===== config.mk =====
export PLATFORM = sky130hd
export DESIGN_NAME = carry_stage
export DESIGN_NICKNAME = d
export VERILOG_FILES = /design/src/hdl/carry_pkg.sv /design/src/hdl/lane_bundle_if.sv /design/src/hdl/release_if.sv /design/src/hdl/lane_compactor.sv /design/src/hdl/carry_resolver.sv /design/src/hdl/run_emitter.sv /design/src/hdl/carry_stage.sv
export SDC_FILE = /design/constraint.sdc
export NUM_CORES = 1
export LEC_CHECK = 0
export BUFFER_PORTS_ARGS = -buffer_cell sky130_fd_sc_hd__clkbuf_2
export CAP_MARGIN = 40
export CORE_MARGIN = 3
export CORE_UTILIZATION = 50
export DETAILED_ROUTE_END_ITERATION = 12
export GPL_TIMING_DRIVEN = 1
export HOLD_SLACK_MARGIN = 0.02
export PLACE_DENSITY = 0.74
export SYNTH_ARGS = -nofsm -noshare
export SYNTH_HDL_FRONTEND = slang
export SYNTH_SLANG_ARGS = --single-unit

===== constraint.sdc =====
create_clock -name s4_clk -period 6.87 [get_ports s4_clk]
set_input_delay 1.0305 -clock s4_clk [delete_from_list [all_inputs] [get_ports s4_clk]]
set_output_delay 1.0305 -clock s4_clk [all_outputs]
set_load 0.02 [all_outputs]

===== src/hdl/carry_pkg.sv =====
// Carry stage package with widths, lane record and FSM state types
`default_nettype none

package carry_pkg;

  // ------------------------------
  // Widths and lane count
  // ------------------------------
  localparam int byte_w     = 8;
  localparam int num_lanes  = 3;
  // Lane count runs 0..num_lanes
  localparam int lane_cnt_w = 2;

  // One coded byte with the carry it brings into the held byte
  typedef struct packed {
    logic              carry;
    logic [byte_w-1:0] data;
  } lane_t;

  // ------------------------------
  // FSM states
  // ------------------------------
  // Resolver
  typedef enum logic [1:0] {
    res_idle    = 2'd0,
    res_scan    = 2'd1,
    res_release = 2'd2,
    res_flush   = 2'd3
  } res_state_t;

  // Emitter
  typedef enum logic [1:0] {
    emit_idle     = 2'd0,
    emit_req      = 2'd1,
    emit_ack_wait = 2'd2,
    emit_done     = 2'd3
  } emit_state_t;

endpackage

`default_nettype wire


===== src/hdl/lane_bundle_if.sv =====
// Compacted lane bundle link from compactor to resolver, four-phase handshake
`timescale 1ns/100ps
`default_nettype none

interface lane_bundle_if;

  logic                              req;
  logic                              ack;
  // Number of valid lanes, packed from lane 0 upward
  logic [carry_pkg::lane_cnt_w-1:0]  count;
  carry_pkg::lane_t                  lanes [carry_pkg::num_lanes];
  // Stream ends with this bundle
  logic                              last;

  modport producer (
    output req, count, lanes, last,
    input  ack
  );

  modport consumer (
    input  req, count, lanes, last,
    output ack
  );

endinterface

`default_nettype wire


===== src/hdl/release_if.sv =====
// Release command link from resolver to emitter, four-phase handshake
`timescale 1ns/100ps
`default_nettype none

interface release_if #(
  parameter int RUN_WIDTH = 8
);

  logic                         req;
  logic                         ack;
  // First byte of the command
  logic [carry_pkg::byte_w-1:0] head;
  // Byte repeated count times after head
  logic [carry_pkg::byte_w-1:0] fill;
  logic [RUN_WIDTH-1:0]         count;
  // Last byte of this command ends the stream
  logic                         final_flag;

  modport producer (
    output req, head, fill, count, final_flag,
    input  ack
  );

  modport consumer (
    input  req, head, fill, count, final_flag,
    output ack
  );

endinterface

`default_nettype wire


===== src/hdl/lane_compactor.sv =====
// Lane compactor, captures input bundles and packs valid lanes to the front
`timescale 1ns/100ps
`default_nettype none

module lane_compactor (
  input  logic                                             s4_clk,
  input  logic                                             rst,
  input  logic                                             in_req,
  output logic                                             in_ack,
  input  logic [carry_pkg::num_lanes-1:0]                  in_valid,
  input  logic [carry_pkg::num_lanes-1:0]                  in_carry,
  input  logic [carry_pkg::num_lanes*carry_pkg::byte_w-1:0] in_data,
  input  logic                                             in_last,
  lane_bundle_if.producer                                  bundle
);

  logic                             full;
  logic                             ack_pend;
  logic                             capture;
  carry_pkg::lane_t                 packed_lanes [carry_pkg::num_lanes];
  logic [carry_pkg::lane_cnt_w-1:0] packed_cnt;

  // New bundle only once the previous handshake has closed
  assign capture = in_req && !in_ack && !full;

  // ------------------------------
  // Compaction
  // ------------------------------
  always_comb begin
    packed_cnt = '0;
    for (int i = 0; i < carry_pkg::num_lanes; i++) begin
      packed_lanes[i] = '0;
    end
    for (int i = 0; i < carry_pkg::num_lanes; i++) begin
      if (in_valid[i]) begin
        packed_lanes[packed_cnt].carry = in_carry[i];
        packed_lanes[packed_cnt].data  = in_data[i*carry_pkg::byte_w +: carry_pkg::byte_w];
        packed_cnt = packed_cnt + 1'b1;
      end
    end
  end

  // ------------------------------
  // Handshakes
  // ------------------------------
  always_ff @(posedge s4_clk) begin
    if (rst) begin
      full       <= 1'b0;
      ack_pend   <= 1'b0;
      in_ack     <= 1'b0;
      bundle.req <= 1'b0;
    end else begin
      if (capture) begin
        full     <= 1'b1;
        ack_pend <= 1'b1;
      end else if (ack_pend) begin
        ack_pend   <= 1'b0;
        in_ack     <= 1'b1;
        bundle.req <= 1'b1;
      end else if (full && bundle.req && bundle.ack) begin
        bundle.req <= 1'b0;
      end else if (full && !bundle.req && !bundle.ack) begin
        // Resolver has closed the bundle handshake
        full <= 1'b0;
      end
      if (in_ack && !in_req) begin
        in_ack <= 1'b0;
      end
    end
  end

  // Bundle register
  always_ff @(posedge s4_clk) begin
    if (capture) begin
      bundle.lanes <= packed_lanes;
      bundle.count <= packed_cnt;
      bundle.last  <= in_last;
    end
  end

  // Count in range and held for the whole bundle handshake
  a_count_ok : assert property (@(posedge s4_clk) disable iff (rst)
    bundle.req |-> (bundle.count <= carry_pkg::num_lanes) && $stable(bundle.count));

endmodule

`default_nettype wire


===== src/hdl/carry_resolver.sv =====
// Carry resolver, applies the carry rule one lane per cycle and issues releases
`timescale 1ns/100ps
`default_nettype none

module carry_resolver #(
  parameter int RUN_WIDTH = 8
) (
  input  logic            s4_clk,
  input  logic            rst,
  lane_bundle_if.consumer bundle,
  release_if.producer     rel
);

  carry_pkg::res_state_t            state;
  // Held byte, still open to a later carry
  logic [carry_pkg::byte_w-1:0]     p;
  logic                             held;
  // Held 0xFF bytes behind p
  logic [RUN_WIDTH-1:0]             n;
  logic [carry_pkg::lane_cnt_w-1:0] idx;
  carry_pkg::lane_t                 cur;
  logic                             lanes_done;
  logic                             is_ff;
  logic                             run_inc;

  // Lane under scan
  always_comb begin
    cur = '0;
    for (int i = 0; i < carry_pkg::num_lanes; i++) begin
      if (idx == i) begin
        cur = bundle.lanes[i];
      end
    end
  end

  assign lanes_done = (idx == bundle.count);
  assign is_ff      = (cur.data == {carry_pkg::byte_w{1'b1}});
  assign run_inc    = (state == carry_pkg::res_scan) && !lanes_done && held &&
                      !cur.carry && is_ff;

  // ------------------------------
  // Control FSM
  // ------------------------------
  always_ff @(posedge s4_clk) begin
    if (rst) begin
      state      <= carry_pkg::res_idle;
      held       <= 1'b0;
      n          <= '0;
      idx        <= '0;
      bundle.ack <= 1'b0;
      rel.req    <= 1'b0;
    end else begin
      case (state)
        carry_pkg::res_idle: begin
          if (bundle.ack && !bundle.req) begin
            bundle.ack <= 1'b0;
          end else if (bundle.req && !bundle.ack) begin
            idx   <= '0;
            state <= carry_pkg::res_scan;
          end
        end

        carry_pkg::res_scan: begin
          if (lanes_done) begin
            if (bundle.last && held) begin
              // Flush p and its run, stream restarts empty
              rel.req <= 1'b1;
              held    <= 1'b0;
              n       <= '0;
              state   <= carry_pkg::res_flush;
            end else begin
              bundle.ack <= 1'b1;
              state      <= carry_pkg::res_idle;
            end
          end else begin
            idx <= idx + 1'b1;
            if (!held) begin
              // First token, carry ignored
              held <= 1'b1;
              n    <= '0;
            end else if (!cur.carry && is_ff) begin
              n <= n + 1'b1;
            end else begin
              rel.req <= 1'b1;
              n       <= '0;
              state   <= carry_pkg::res_release;
            end
          end
        end

        carry_pkg::res_release,
        carry_pkg::res_flush: begin
          if (rel.req && rel.ack) begin
            rel.req <= 1'b0;
          end else if (!rel.req && !rel.ack) begin
            if (state == carry_pkg::res_flush) begin
              bundle.ack <= 1'b1;
              state      <= carry_pkg::res_idle;
            end else begin
              state <= carry_pkg::res_scan;
            end
          end
        end

        default: state <= carry_pkg::res_idle;
      endcase
    end
  end

  // ------------------------------
  // Held byte and release payload
  // ------------------------------
  always_ff @(posedge s4_clk) begin
    if (state == carry_pkg::res_scan) begin
      if (lanes_done) begin
        rel.head       <= p;
        rel.fill       <= {carry_pkg::byte_w{1'b1}};
        rel.count      <= n;
        rel.final_flag <= 1'b1;
      end else if (!held || cur.carry || !is_ff) begin
        p              <= cur.data;
        // A carry bumps p and turns the 0xFF run into zeros
        rel.head       <= cur.carry ? p + 1'b1 : p;
        rel.fill       <= cur.carry ? '0 : {carry_pkg::byte_w{1'b1}};
        rel.count      <= n;
        rel.final_flag <= 1'b0;
      end
    end
  end

  // Run counter never wraps
  a_run_no_wrap : assert property (@(posedge s4_clk) disable iff (rst)
    run_inc |=> (n != '0));

endmodule

`default_nettype wire


===== src/hdl/run_emitter.sv =====
// Run emitter, serialises release commands into single output bytes
`timescale 1ns/100ps
`default_nettype none

module run_emitter #(
  parameter int RUN_WIDTH = 8
) (
  input  logic                         s4_clk,
  input  logic                         rst,
  release_if.consumer                  rel,
  output logic                         out_req,
  input  logic                         out_ack,
  output logic [carry_pkg::byte_w-1:0] out_byte,
  output logic                         out_last
);

  carry_pkg::emit_state_t       state;
  logic [carry_pkg::byte_w-1:0] fill;
  // Fill bytes still to send
  logic [RUN_WIDTH-1:0]         remaining;
  logic                         final_cmd;

  // ------------------------------
  // Output FSM
  // ------------------------------
  always_ff @(posedge s4_clk) begin
    if (rst) begin
      state    <= carry_pkg::emit_idle;
      out_req  <= 1'b0;
      out_last <= 1'b0;
      rel.ack  <= 1'b0;
    end else begin
      case (state)
        carry_pkg::emit_idle: begin
          if (rel.req && !rel.ack) begin
            // Head goes out first
            out_byte  <= rel.head;
            fill      <= rel.fill;
            remaining <= rel.count;
            final_cmd <= rel.final_flag;
            out_last  <= rel.final_flag && (rel.count == '0);
            out_req   <= 1'b1;
            state     <= carry_pkg::emit_req;
          end
        end

        carry_pkg::emit_req: begin
          if (out_ack) begin
            out_req <= 1'b0;
            state   <= carry_pkg::emit_ack_wait;
          end
        end

        carry_pkg::emit_ack_wait: begin
          if (!out_ack) begin
            if (remaining != '0) begin
              remaining <= remaining - 1'b1;
              out_byte  <= fill;
              out_last  <= final_cmd && (remaining == RUN_WIDTH'(1));
              out_req   <= 1'b1;
              state     <= carry_pkg::emit_req;
            end else begin
              // Whole command sent
              out_last <= 1'b0;
              rel.ack  <= 1'b1;
              state    <= carry_pkg::emit_done;
            end
          end
        end

        carry_pkg::emit_done: begin
          if (!rel.req) begin
            rel.ack <= 1'b0;
            state   <= carry_pkg::emit_idle;
          end
        end

        default: state <= carry_pkg::emit_idle;
      endcase
    end
  end

  // Byte and flag held until the consumer acknowledges
  a_out_stable : assert property (@(posedge s4_clk) disable iff (rst)
    (out_req && !out_ack) |=> $stable(out_byte) && $stable(out_last));

endmodule

`default_nettype wire


===== src/hdl/carry_stage.sv =====
// Carry propagation stage, compactor, resolver and emitter in a three-stage pipeline
`timescale 1ns/100ps
`default_nettype none

module carry_stage #(
  parameter int RUN_WIDTH = 8
) (
  input  logic                                             s4_clk,
  input  logic                                             rst,
  // Input bundle, four-phase
  input  logic                                             in_req,
  output logic                                             in_ack,
  input  logic [carry_pkg::num_lanes-1:0]                  in_valid,
  input  logic [carry_pkg::num_lanes-1:0]                  in_carry,
  input  logic [carry_pkg::num_lanes*carry_pkg::byte_w-1:0] in_data,
  input  logic                                             in_last,
  // Output byte, four-phase
  output logic                                             out_req,
  input  logic                                             out_ack,
  output logic [carry_pkg::byte_w-1:0]                     out_byte,
  output logic                                             out_last
);

  // ------------------------------
  // Stage links
  // ------------------------------
  lane_bundle_if bundle_link ();

  release_if #(
    .RUN_WIDTH (RUN_WIDTH)
  ) rel_link ();

  // ------------------------------
  // Stages
  // ------------------------------
  lane_compactor i_compactor (
    .s4_clk   (s4_clk),
    .rst      (rst),
    .in_req   (in_req),
    .in_ack   (in_ack),
    .in_valid (in_valid),
    .in_carry (in_carry),
    .in_data  (in_data),
    .in_last  (in_last),
    .bundle   (bundle_link.producer)
  );

  carry_resolver #(
    .RUN_WIDTH (RUN_WIDTH)
  ) i_resolver (
    .s4_clk (s4_clk),
    .rst    (rst),
    .bundle (bundle_link.consumer),
    .rel    (rel_link.producer)
  );

  run_emitter #(
    .RUN_WIDTH (RUN_WIDTH)
  ) i_emitter (
    .s4_clk   (s4_clk),
    .rst      (rst),
    .rel      (rel_link.consumer),
    .out_req  (out_req),
    .out_ack  (out_ack),
    .out_byte (out_byte),
    .out_last (out_last)
  );

endmodule

`default_nettype wire


==> reports/summary.txt, run 1 <==
OUTCOME
----------------------------------------------------------------------------------------
Status                                                                      finished clean

DIE
----------------------------------------------------------------------------------------
Std-Cell Rows                                                                         34
Initial Utilization                                                               52.08%
Area enclosed by the die boundary                                              10400 µm²
Die Wd                                                                            102 µm
IO Count                                                                              46
Core Box Area                                                                   8848 µm²
Vertical extent of the die                                                        102 µm

CRITICAL PATH
----------------------------------------------------------------------------------------
Required time of the worst setup path                                            6.98 ns
Worst Setup Start Kind                                                              flop
Crit end category                                                                   flop
Critical-path maximum fanout                                                          18
Cell family contributing the most delay on the critical path                simple AND/OR/NAND/NOR gates
Sequence of cells on the critical path                                      inv_1 > ha_1 > nand3b_1 > a31o_2 > nor2_2 > and4_1 > nand3_1 > xnor2_1
Cell type of the slowest stage on the worst timing path                          dfxtp_1
CP max stage delay                                                               0.39 ns
Setup slack of the worst register-to-register path                               4.46 ns
Worst path bufs/invs                                                                   1
Critical path type                                                          flop to flop
Critical path data arrival time                                                  2.52 ns

GLOBAL ROUTE
----------------------------------------------------------------------------------------
Wire length of the first global-routing pass                                    12960 µm
Remaining Overflow, GRT                                                                0
Total GRT Usage                                                                   15.74%
Number of antenna violations at the first check in global routing                      0
Number of global-route vias before repair                                           2848
Largest net degree at the start of global routing                                     28

ROUTING
----------------------------------------------------------------------------------------
Metal1 wirelength                                                                3442 µm
Antenna Violating Nets Remaining                                                       0
Iteration-0 DRC count of the detailed router                                         113
Drt drc                                                                                0
Overall routed net length                                                        7553 µm
Routed wire length on met3                                                        305 µm
Vias per Instance                                                                  5.304
Highest signal layer in the routed design                                           met4
Final routed wire length divided by cell count                                  13.42 µm
Total number of vias                                                                2986
Wire length on met2                                                              3637 µm
TritonRoute pass-1 iters                                                               4

CTS
----------------------------------------------------------------------------------------
Clock insertion delay at the later pin of the skew report                        0.35 ns
Clock tree from TritonCTS                                                           done
Inserted Clock Buffers                                                                 9
Clock tree root buffer cell                                                     clkbuf_8
Hold_buf cts                                                                           0
Total setup buffers inserted after CTS                                                 0
CTS clk-pin slew, worst paths                                                    0.09 ns
Resized cells post-CTS                                                                 0
H-Tree Level Count                                                                     3
Number of sinks driven by the clock tree                                              98
Maximum number of buffers from clock root to sink                                      2

SYNTH
----------------------------------------------------------------------------------------
Synth area leaders                                                          edfxtp_1 (48%), dfxtp_1 (10%), nand2_1 (4.3%)
Post-synth net total                                                                 456
Share of synthesized area occupied by flip-flops and latches                      58.65%
Number of enable flip-flop cells after synthesis                                      74
Top cell type's share of synthesized area                                         48.22%
Post-synthesis instance total                                                        409
Synth Flop Type                                                                 edfxtp_1
Number of distinct standard cells referenced by the synthesized netlist               48
Ys async rst share                                                                    0%
Average cell area after synthesis                                              11.27 µm²
Netlist area before placement                                                   4608 µm²
Area leader, netlist                                                            edfxtp_1
#FFs+latches synth                                                                    98
Count of synthesis-stage warnings from yosys                                           0

TIMING
----------------------------------------------------------------------------------------
Final critical-path share of the clock period                                     35.03%
RSZ-0062 raised after global routing                                               false
Number of endpoints failing setup at the final stage                                   0
Post-layout worst setup margin                                                  4.464 ns
Worst-margin pin slew                                                          0.8594 ns
Post-layout min period                                                          2.406 ns
Sum of negative setup slack                                                         0 ns
Setup clock skew after layout                                                0.007447 ns
Total count of max-transition violations in the final report                           0
Number of endpoints with negative hold slack in the final report                       0
Timing-limited maximum frequency                                              0.4156 GHz
Worst slew margin relative to its limit                                           42.71%

POWER AND IR DROP
----------------------------------------------------------------------------------------
Power density normalized to cell area                                       265.3 nW/µm²
Pleak                                                                           1.927 nW
Total power                                                                     1.355 mW
Largest voltage drop on the vdd net                                          0.0001224 V

PLACE
----------------------------------------------------------------------------------------
Final weighted congestion of routability-driven global placement                  0.8149
Port bufs                                                                             45
Pre-CTS worst setup slack                                                       3.805 ns
Total half-perimeter wirelength after legalization and detailed placement        5624 µm

CELLS AND AREA
----------------------------------------------------------------------------------------
Antenna diode instance count                                                           0
Layout cell share with drive strength beyond 1                                    18.68%
Net total in the final layout                                                        498
Area added between synthesis and finish                                           10.83%

MIN PATH
----------------------------------------------------------------------------------------
Class of the worst hold path                                                flop to flop

JOB
----------------------------------------------------------------------------------------
Max cap viols                                                                          0

## cells in the mapped netlist, types with 2 or more instances
master / count
inv_1: 9
a2bb2oi_2: 6
nor2_1: 31
a21oi_1: 22
xor2_1: 10
o21ai_1: 20
o21ai_0: 4
nor2b_1: 6
nor3_2: 2
nand3_1: 8
and3_1: 13
a22o_1: 9
buf_2: 4
mux2i_1: 4
nand4_1: 9
nor3_1: 7
ha_1: 12
nand2b_1: 4
nand2_1: 53
xnor2_1: 13
nor4_1: 2
inv_2: 5
a31oi_2: 2
nand3b_1: 9
a31oi_1: 2
and2_1: 4
a22oi_1: 10
clkbuf_1: 12
o31ai_1: 2
dfxtp_1: 24
edfxtp_1: 74
## cells by family (layout without fill, tap and decap cells)
logic type	after synthesis	in the layout	synth area share, %
AOI/OAI and AO/OA	84	84	13.01
xor gates and xnor gates	23	23	4.371
adders and majority gates	12	12	3.258
buffers and inverters	32	78	2.797
DFF	98	98	58.65
muxes	5	5	1.113
and+or+nand+nor	155	155	16.81
## flip-flops by register name (all words and copies together) (netlist names), 2 cells and up
signal                    count
i_compactor.bundle.lanes     27
i_resolver.idx                2
i_emitter.state               2
i_resolver.rel.count          8
i_resolver.p                  8
i_compactor.bundle.count      2
i_emitter.out_byte            8
i_resolver.state              2
i_resolver.n                  8
i_emitter.remaining           8
i_resolver.rel.head           8
## report_power, final
group          switching [mW]  leakage [nW]  internal (mW)
Sequential             0.0473         0.897          0.736
Combinational           0.148         0.955         0.0995
Clock                   0.193        0.0754          0.130
Total                   0.389          1.93          0.966
## routing by layer
metal	global-route usage [%]	vias up
met3	3.003	13
met4	6.862	0
met1	19.70	1336
met5	0	-
li1	-	1567
met2	26.64	70
## worst paths after layout
check                              start  depth (start not counted)                      to
setup / recovery       i_resolver.idx[1]                          8  i_resolver.rel.head[7]
hold / removal    i_resolver.rel.fill[6]                          0       i_emitter.fill[6]
setup reg to reg       i_resolver.idx[1]                          8  i_resolver.rel.head[7]
hold reg to reg   i_resolver.rel.fill[6]                          0       i_emitter.fill[6]
## stage by stage
| stage | hold WS, ns | cell area (µm²) | util [%] | instances |
|---|---|---|---|---|
| 2_1_floorplan | 0.4003 | 4608 | - | 409 |
| 3_3_place_gp | 0.4037 | 4907 | 55.46 | 546 |
| 3_5_place_dp | 0.4151 | 4935 | 55.77 | 547 |
| 4_1_cts | 0.4387 | 5102 | 57.66 | 562 |
| 5_1_grt | 0.4500 | 5107 | 57.72 | 563 |
| 6_report | 0.4314 | 5107 | 57.72 | 563 |
## final cells by class
cell class                 instances  area (µm²)
clock buffer                       9       123.9
clock inverter                     6       43.79
fill                             739        3741
inverter                          14       52.55
multi-input combinational        279        1777
sequential                        98        2703
tap                              108       135.1
timing repair buffer              49       272.8
## cells in the final DEF (no fill, tap or decap), types with 3 or more instances in the layout
| cell type | instances |
|---|---|
| edfxtp_1 | 74 |
| nand2_1 | 53 |
| clkbuf_2 | 45 |
| nor2_1 | 31 |
| dfxtp_1 | 24 |
| a21oi_1 | 22 |
| o21ai_1 | 20 |
| xnor2_1 | 13 |
| and3_1 | 13 |
| ha_1 | 12 |
| xor2_1 | 10 |
| a22oi_1 | 10 |
| inv_1 | 9 |
| nand3b_1 | 9 |
| nand4_1 | 9 |
| a22o_1 | 9 |
| clkbuf_8 | 9 |
| nand3_1 | 8 |
| nor3_1 | 7 |
| nor2b_1 | 6 |
| a2bb2oi_2 | 6 |
| inv_2 | 5 |
| nand2b_1 | 4 |
| and2_1 | 4 |
| mux2i_1 | 4 |
| o21ai_0 | 4 |
| clkinvlp_4 | 3 |
No activity file was read; power rests on OpenSTA's default activity.
==> run 2: changes to the inputs <==
--- a/config.mk
+++ b/config.mk
@@ -5,6 +5,7 @@
 export SDC_FILE = /design/constraint.sdc
 export NUM_CORES = 1
 export LEC_CHECK = 0
+export ABC_AREA = 1
 export BUFFER_PORTS_ARGS = -buffer_cell sky130_fd_sc_hd__clkbuf_2
 export CAP_MARGIN = 40
 export CORE_MARGIN = 3
@@ -12,7 +13,7 @@
 export DETAILED_ROUTE_END_ITERATION = 12
 export GPL_TIMING_DRIVEN = 1
 export HOLD_SLACK_MARGIN = 0.02
-export PLACE_DENSITY = 0.74
+export PLACE_DENSITY = 0.77
 export SYNTH_ARGS = -nofsm -noshare
 export SYNTH_HDL_FRONTEND = slang
 export SYNTH_SLANG_ARGS = --single-unit
==> constraint.sdc (replaced) <==
create_clock -name s4_clk -period 2 [get_ports s4_clk]
set_input_delay 0.3 -clock s4_clk [delete_from_list [all_inputs] [get_ports s4_clk]]
set_output_delay 0.3 -clock s4_clk [all_outputs]
set_load 0.02 [all_outputs]
==> reports/summary.txt, run 2 <==
OUTCOME
-----------------------------------------------------------------------------------------------------
Status                                                                                   finished with violations
Failing checks                                                                           negative setup slack

DIE
-----------------------------------------------------------------------------------------------------
Std-Cell Rows                                                                                      34   unchanged
Vertical extent of the die                                                                   103.4 µm   +1.3%
Initial Utilization                                                                            52.82%   +0.74 points
Core Box Area                                                                                8976 µm²   +1.4%
Die Wd                                                                                       103.4 µm   +1.3%
Area enclosed by the die boundary                                                           10690 µm²   +2.7%
IO Count                                                                                           46   unchanged

CELLS AND AREA
-----------------------------------------------------------------------------------------------------
Final design area excluding fillers                                                          5647 µm²   +11%
Antenna diode instance count                                                                        0   unchanged
Leading cell types in the layout, fill and taps excluded                                 nand2_1 (88), edfxtp_1 (74), inv_1 (53)
Flip-flop count of the largest register, all copies and words added                                27   unchanged
Reg with most FFs                                                                        i_compactor.bundle.lanes
Layout cell share with drive strength beyond 1                                                 27.83%   +9.1 points
Most common cell after layout, fill and taps aside                                            nand2_1
Area added between synthesis and finish                                                        19.11%
Net total in the final layout                                                                     617   +24%
Layout fillers                                                                                    731   -1.1%

CRITICAL PATH
-----------------------------------------------------------------------------------------------------
Critical path data arrival time                                                               2.13 ns   -0.39 ns
Critical-path maximum fanout                                                                        7   -11
Crit end category                                                                                flop
Required time of the worst setup path                                                         2.11 ns   -4.87 ns
Worst Setup Start Kind                                                                           flop
Cell family contributing the most delay on the critical path                             simple AND/OR/NAND/NOR gates
CP max stage delay                                                                            0.38 ns   about the same
Cell type of the slowest stage on the worst timing path                                       dfxtp_4
Worst path bufs/invs                                                                                4   +3
Crit path launch                                                                         i_resolver.idx[0]
Launching point of the worst reg2reg path                                                i_resolver.idx[0]
Cell repeated most along the worst path                                                        nor2_2
Critical path type                                                                       flop to flop
Sequence of cells on the critical path                                                   inv_4 > ha_4 > buf_4 > nand2_1 > nor2_2 > nor2_2 > nor2_4 > buf_4 > nand2_2 > inv_2 > nand2_2 > nor2_2 > nand3_1 > xnor2_1

SYNTH
-----------------------------------------------------------------------------------------------------
Ranking of synthesized cells by instance count                                           nand2_1 (95), edfxtp_1 (74), inv_1 (56)
Share of synthesized cell area in and, or, nand and nor gates                                  19.66%   +2.9 points
Compound-gate portion of the synthesized area                                                  10.08%   -2.9 points
Fraction of synthesized cell area in xor and xnor cells                                        3.695%   -0.68 points
Multiplexer fraction of the synthesized cell area                                             0.2111%   -0.90 points
Number of distinct standard cells referenced by the synthesized netlist                            35   -27%
Top cell type's share of synthesized area                                                      46.87%   -1.3 points
Synth area leaders                                                                       edfxtp_1 (47%), dfxtp_1 (10%), nand2_1 (7.5%)
Post-synthesis share of cell area spent on full adders, half adders and majority gates         3.167%   -0.091 points
Share of synthesized area occupied by flip-flops and latches                                   57.01%   -1.6 points
#FFs+latches synth                                                                                 98   unchanged
Largest family of logic cells by synthesized area                                        simple AND/OR/NAND/NOR gates
Netlist area before placement                                                                4741 µm²   +2.9%
Ys async rst share                                                                                 0%   unchanged
Area leader, netlist                                                                         edfxtp_1
Most frequent cell after synthesis                                                            nand2_1
Post-synth net total                                                                              541   +19%
Average cell area after synthesis                                                           9.597 µm²   -15%
Count of synthesis-stage warnings from yosys                                                        0   unchanged
Synth Flop Type                                                                              edfxtp_1
Post-synthesis instance total                                                                     494   +21%
Number of enable flip-flop cells after synthesis                                                   74   unchanged

POWER AND IR DROP
-----------------------------------------------------------------------------------------------------
Net switching power of the design                                                            2.637 mW   +580%
Largest voltage drop on the vdd net                                                       0.0004932 V   +300%
Pleak                                                                                        2.360 nW   +22%
Power density normalized to cell area                                                     1250 nW/µm²   +370%
Int Power                                                                                    4.423 mW   +360%
Sequential group share of total power                                                           43.3%   -14 points
Share of total power in combinational logic                                                     39.8%   +21 points
Total power                                                                                  7.060 mW   +420%
Clock share of power                                                                            16.8%   -7.1 points
Switching power as a share of total power                                                      37.35%   +8.6 points

GLOBAL ROUTE
-----------------------------------------------------------------------------------------------------
Number of antenna violations at the first check in global routing                                   0   unchanged
Remaining Overflow, GRT                                                                             0   unchanged
Total GRT Usage                                                                                17.61%   +1.9 points
Number of global-route vias before repair                                                        3390   +19%
Largest net degree at the start of global routing                                                  31   +11%
Wire length of the first global-routing pass                                                 14790 µm   +14%

PLACE
-----------------------------------------------------------------------------------------------------
Port bufs                                                                                          45   unchanged
Pre-CTS worst setup slack                                                                  -0.2289 ns   -4.034 ns
Post-detailed-placement cell area                                                            5275 µm²   +6.9%
Total half-perimeter wirelength after legalization and detailed placement                     6493 µm   +15%
Final weighted congestion of routability-driven global placement                               0.8185   +0.44%

TIMING
-----------------------------------------------------------------------------------------------------
Total count of max-transition violations in the final report                                        0   unchanged
Timing-limited maximum frequency                                                           0.4968 GHz   +20%
Post-layout worst setup margin                                                            -0.01305 ns   -4.477 ns
RSZ-0062 raised after global routing                                                             true
Final critical-path share of the clock period                                                  100.7%   +66 points
Worst Hold Slack                                                                            0.1180 ns   -0.3134 ns
Worst slew margin relative to its limit                                                        62.60%   +20 points
Worst-margin pin slew                                                                       0.5604 ns   -0.2990 ns
Number of endpoints with negative hold slack in the final report                                    0   unchanged
Setup clock skew after layout                                                              0.01299 ns   +0.005545 ns
Number of endpoints failing setup at the final stage                                                1   +1
Sum of negative setup slack                                                               -0.01305 ns   -0.01305 ns
Post-layout min period                                                                       2.013 ns   -0.3934 ns

CTS
-----------------------------------------------------------------------------------------------------
Inserted Clock Buffers                                                                              9   unchanged
Clock tree from TritonCTS                                                                        done
Clock tree root buffer cell                                                                  clkbuf_8
Clock insertion delay at the later pin of the skew report                                     0.36 ns   about the same
Number of sinks driven by the clock tree                                                           98   unchanged
CTS clk-pin slew, worst paths                                                                 0.10 ns   about the same
Hold_buf cts                                                                                        0   unchanged
H-Tree Level Count                                                                                  3   unchanged
Maximum number of buffers from clock root to sink                                                   2   unchanged

ROUTING
-----------------------------------------------------------------------------------------------------
Antenna Violating Nets Remaining                                                                    0   unchanged
Vias per Instance                                                                               5.006   -5.6%
Iteration-0 DRC count of the detailed router                                                      170   +50%
TritonRoute pass-1 iters                                                                            4   unchanged
Final routed wire length divided by cell count                                               12.78 µm   -4.7%
Drt drc                                                                                             0   unchanged
Overall routed net length                                                                     8958 µm   +19%
Total number of vias                                                                             3509   +18%

MIN PATH
-----------------------------------------------------------------------------------------------------
Startpoint of the lowest-slack hold path                                                      in_last
Class of the worst hold path                                                             input pin to flop

JOB
-----------------------------------------------------------------------------------------------------
Max cap viols                                                                                       0   unchanged

## run 2: cell type report
cell class	count	area, µm²	area share (%)
Sequential cell	98	2710	47.99
Multi-Input combinational cell	322	1873	33.17
Timing Repair Buffer	76	478.0	8.464
Inverter	63	244.0	4.321
Tap cell	126	157.7	2.792
Clock buffer	9	123.9	2.194
Clock inverter	7	60.06	1.064
## run 2: path summary, 6_finish.rpt
kind	slack (ns)	cells past startpoint	end
worst max-delay path	-0.01	14	i_resolver.rel.head[6]
worst max register to register	-0.01	14	i_resolver.rel.head[6]
worst min register to register	0.43	0	i_emitter.fill[6]
worst min-delay path	0.12	1	i_compactor.bundle.last
## run 2: through the flow
stage	utilization (%)	instances
6_report	62.91	701
5_1_grt	62.91	701
4_1_cts	61.79	696
3_5_place_dp	58.77	676
3_3_place_gp	58.77	676
2_1_floorplan	-	494
## run 2: cell families after synthesis
family	Yosys count
simple gates	204
mux	1
flops	98
buf+inv	74
fa+ha+maj	12
xor+xnor	20
compound gates	85
## run 2: metal layers
layer  global-route usage [%]  wire (µm)  vias to the layer above
met5                        0          0                        -
li1                         -          -                     1813
met3                    2.884        368                       18
met1                    20.16       3717                     1594
met2                    32.25       4668                       84
met4                    7.570        203                        0
## run 2: power groups by stage
| stage | logic [mW] | clock network (mW) | registers [mW] |
|---|---|---|---|
| finish | 2.81 | 1.19 | 3.06 |
| global route | 3.14 | 1.30 | 3.11 |
| CTS | 2.58 | 1.21 | 3.05 |
| detailed placement | 2.40 | 0 | 3.09 |
| global placement | 2.30 | 0 | 3.07 |
| floorplan | 1.69 | 0 | 3.10 |
## run 2: repair_timing
item,in CTS,in global routing
endpoints found under the setup margin,38,40
pin swaps,2,13
resized for setup,11,27
hold endpoints to repair,0,0
buffers inserted,4,5
==> run 3: changes to the inputs <==
--- a/config.mk
+++ b/config.mk
@@ -10,10 +10,11 @@
 export CAP_MARGIN = 40
 export CORE_MARGIN = 3
 export CORE_UTILIZATION = 50
+export CTS_BUF_LIST = sky130_fd_sc_hd__clkbuf_2
 export DETAILED_ROUTE_END_ITERATION = 12
 export GPL_TIMING_DRIVEN = 1
 export HOLD_SLACK_MARGIN = 0.02
-export PLACE_DENSITY = 0.77
+export PLACE_DENSITY = 0.72
 export SYNTH_ARGS = -nofsm -noshare
 export SYNTH_HDL_FRONTEND = slang
 export SYNTH_SLANG_ARGS = --single-unit
==> constraint.sdc (replaced) <==
create_clock -name s4_clk -period 2.36 [get_ports s4_clk]
set_input_delay 0.354 -clock s4_clk [delete_from_list [all_inputs] [get_ports s4_clk]]
set_output_delay 0.354 -clock s4_clk [all_outputs]
set_load 0.02 [all_outputs]
==> reports/summary.txt, run 3 (synthesis results as in run 2) <==
ROUTING
----------------------------------------------------------------------------------------
TritonRoute pass-1 iters                                                               5   +1
Overall routed net length                                                        8077 µm   -9.8%
Final routed wire length divided by cell count                                  11.86 µm   -7.2%
Total number of vias                                                                3351   -4.5%
Iteration-0 DRC count of the detailed router                                         128   -25%
Vias per Instance                                                                  4.921   -1.7%
Antenna Violating Nets Remaining                                                       0   unchanged
Drt drc                                                                                0   unchanged

POWER AND IR DROP
----------------------------------------------------------------------------------------
Power density normalized to cell area                                       978.7 nW/µm²   -22%
Share of total power in combinational logic                                        36.0%   -3.8 points
Net switching power of the design                                               1.984 mW   -25%
Int Power                                                                       3.187 mW   -28%
Pleak                                                                           2.229 nW   -5.6%
Switching power as a share of total power                                         38.37%   +1.0 points
Largest voltage drop on the vdd net                                          0.0003660 V   -26%
Clock share of power                                                               14.4%   -2.4 points
Sequential group share of total power                                              49.6%   +6.3 points

GLOBAL ROUTE
----------------------------------------------------------------------------------------
Total GRT Usage                                                                   15.99%   -1.6 points
Wire length of the first global-routing pass                                    13500 µm   -8.7%
Remaining Overflow, GRT                                                                0   unchanged
Number of global-route vias before repair                                           3119   -8.0%
Number of antenna violations at the first check in global routing                      0   unchanged
Largest net degree at the start of global routing                                     31   unchanged

CRITICAL PATH
----------------------------------------------------------------------------------------
Worst Setup Start Kind                                                              flop
Crit end category                                                                   flop
Critical-path maximum fanout                                                          14   +7
Required time of the worst setup path                                            2.71 ns   +0.60 ns
Critical path type                                                          flop to flop
Sequence of cells on the critical path                                      inv_1 > ha_2 > a21oi_1 > a21oi_4 > nand3_2 > nor2_2 > nand2_1 > nor2_1 > a21oi_2 > buf_4
CP max stage delay                                                               0.42 ns   +0.04 ns
Cell type of the slowest stage on the worst timing path                          dfxtp_4
Critical path data arrival time                                                  2.54 ns   +0.41 ns

DIE
----------------------------------------------------------------------------------------
Initial Utilization                                                               52.82%   unchanged
IO Count                                                                              46   unchanged
Area enclosed by the die boundary                                              10690 µm²   unchanged
Vertical extent of the die                                                      103.4 µm   unchanged
Core Box Area                                                                   8976 µm²   unchanged
Std-Cell Rows                                                                         34   unchanged
Die Wd                                                                          103.4 µm   unchanged

TIMING
----------------------------------------------------------------------------------------
Post-layout min period                                                          2.188 ns   +0.1745 ns
RSZ-0062 raised after global routing                                               false
Final critical-path share of the clock period                                     92.69%   -8.0 points
Sum of negative setup slack                                                         0 ns   +0.01305 ns
Worst-margin pin slew                                                          0.5741 ns   +0.01368 ns
Total count of max-transition violations in the final report                           0   unchanged
Number of endpoints failing setup at the final stage                                   0   -1
Setup clock skew after layout                                                 0.01744 ns   +0.004447 ns
Number of endpoints with negative hold slack in the final report                       0   unchanged
Worst slew margin relative to its limit                                           61.38%   -1.2 points
Timing-limited maximum frequency                                              0.4571 GHz   -8.0%

MIN PATH
----------------------------------------------------------------------------------------
Class of the worst hold path                                                input pin to flop

CTS
----------------------------------------------------------------------------------------
Number of sinks driven by the clock tree                                              98   unchanged
Maximum number of buffers from clock root to sink                                      2   unchanged
Clock insertion delay at the later pin of the skew report                        0.56 ns   +0.20 ns
Inserted Clock Buffers                                                                 9   unchanged
Clock tree root buffer cell                                                     clkbuf_2
H-Tree Level Count                                                                     3   unchanged
CTS clk-pin slew, worst paths                                                    0.26 ns   +0.16 ns
Clock tree from TritonCTS                                                           done

CELLS AND AREA
----------------------------------------------------------------------------------------
Reg with most FFs                                                           i_compactor.bundle.lanes
Area added between synthesis and finish                                           11.45%
Antenna diode instance count                                                           0   unchanged
Leading cell types in the layout, fill and taps excluded                    nand2_1 (95), edfxtp_1 (74), inv_1 (56)
Net total in the final layout                                                        597   -3.2%
Final design area excluding fillers                                             5284 µm²   -6.4%
Layout cell share with drive strength beyond 1                                    20.00%   -7.8 points
Flip-flop count of the largest register, all copies and words added                   27   unchanged
Most common cell after layout, fill and taps aside                               nand2_1

JOB
----------------------------------------------------------------------------------------
Max cap viols                                                                          0   unchanged

PLACE
----------------------------------------------------------------------------------------
Port bufs                                                                             45   unchanged
Total half-perimeter wirelength after legalization and detailed placement        6274 µm   -3.4%
Final weighted congestion of routability-driven global placement                  0.8685   +6.1%
Post-detailed-placement cell area                                               5146 µm²   -2.4%

OUTCOME
----------------------------------------------------------------------------------------
Status                                                                      finished clean

-- run 3: changes by cell type in the layout (fill, tap and decap cells not counted), sizes merged --
cell / previous run / this run
clkinv: 2 / 5
dlygate4sd3: 0 / 1
clkinvlp: 3 / 0
buf: 31 / 10
-- run 3: per-layer routing --
layer	vias up	share of wire [%]	GRT usage, %
li1	1770	-	-
met1	1482	45	19.38
met2	82	49	27.94
met3	17	3.7	2.482
met4	0	2.3	7.271
met5	-	0	0
-- run 3: what timing repair did --
item / in CTS / in global routing
resized for setup: 1 / 6
cloned: 0 / 0
endpoints found under the setup margin: 1 / 26
hold buffers: 1 / 0
buffers inserted: 0 / 0
hold endpoints to repair: 1 / 0
-- run 3: worst max-delay path: cells and delay by family, from the launching register on --
kind	cells	cell delay [ns]
compound gates	3	0.46
fa+ha+maj	1	0.35
buf+inv	2	0.30
flops	1	0.42
simple gates	4	0.46
-- run 3: per-stage QoR --
stage / setup WS [ns] / utilization, % / hold WS (ns) / cells / power, mW
after floorplan: 0.02706 / - / 0.4003 / 494 / 4.003
after global placement: 0.1182 / 57.33 / 0.4029 / 664 / 4.355
after detailed placement: 0.009359 / 57.33 / 0.4052 / 664 / 4.435
after CTS: 0.04440 / 58.64 / 0.03295 / 681 / 5.169
after global routing: 0.009386 / 58.87 / 0.04159 / 681 / 5.565
final: 0.1724 / 58.87 / 0.07163 / 681 / 5.171
-- run 3: worst paths after layout --
path	endpoint	from	slack (ns)	cells after the start
worst min register to register	i_emitter.fill[6]	i_resolver.rel.fill[6]	0.46	0
worst min-delay path	i_emitter.out_req	rst	0.07	2
worst max register to register	i_resolver.rel.head[5]	i_resolver.idx[1]	0.17	10
worst max-delay path	i_resolver.rel.head[5]	i_resolver.idx[1]	0.17	10
-- run 3: area by class of cell --
type,instances,area (µm²)
clock buffers,9,45.04
clock inverters,7,60.06
fillers,772,3692
inverters,63,236.5
multi-input cells,322,1767
flip-flops and latches,98,2708
well taps,126,157.7
repair buffers,56,310.3
-- run 3: power groups by stage --
stage,registers [mW],logic (mW),clock network (mW)
after global placement,2.59,1.76,0
after floorplan,2.61,1.39,0
after detailed placement,2.60,1.83,0
after CTS,2.56,1.84,0.767
after global routing,2.61,2.12,0.832
final,2.56,1.86,0.746
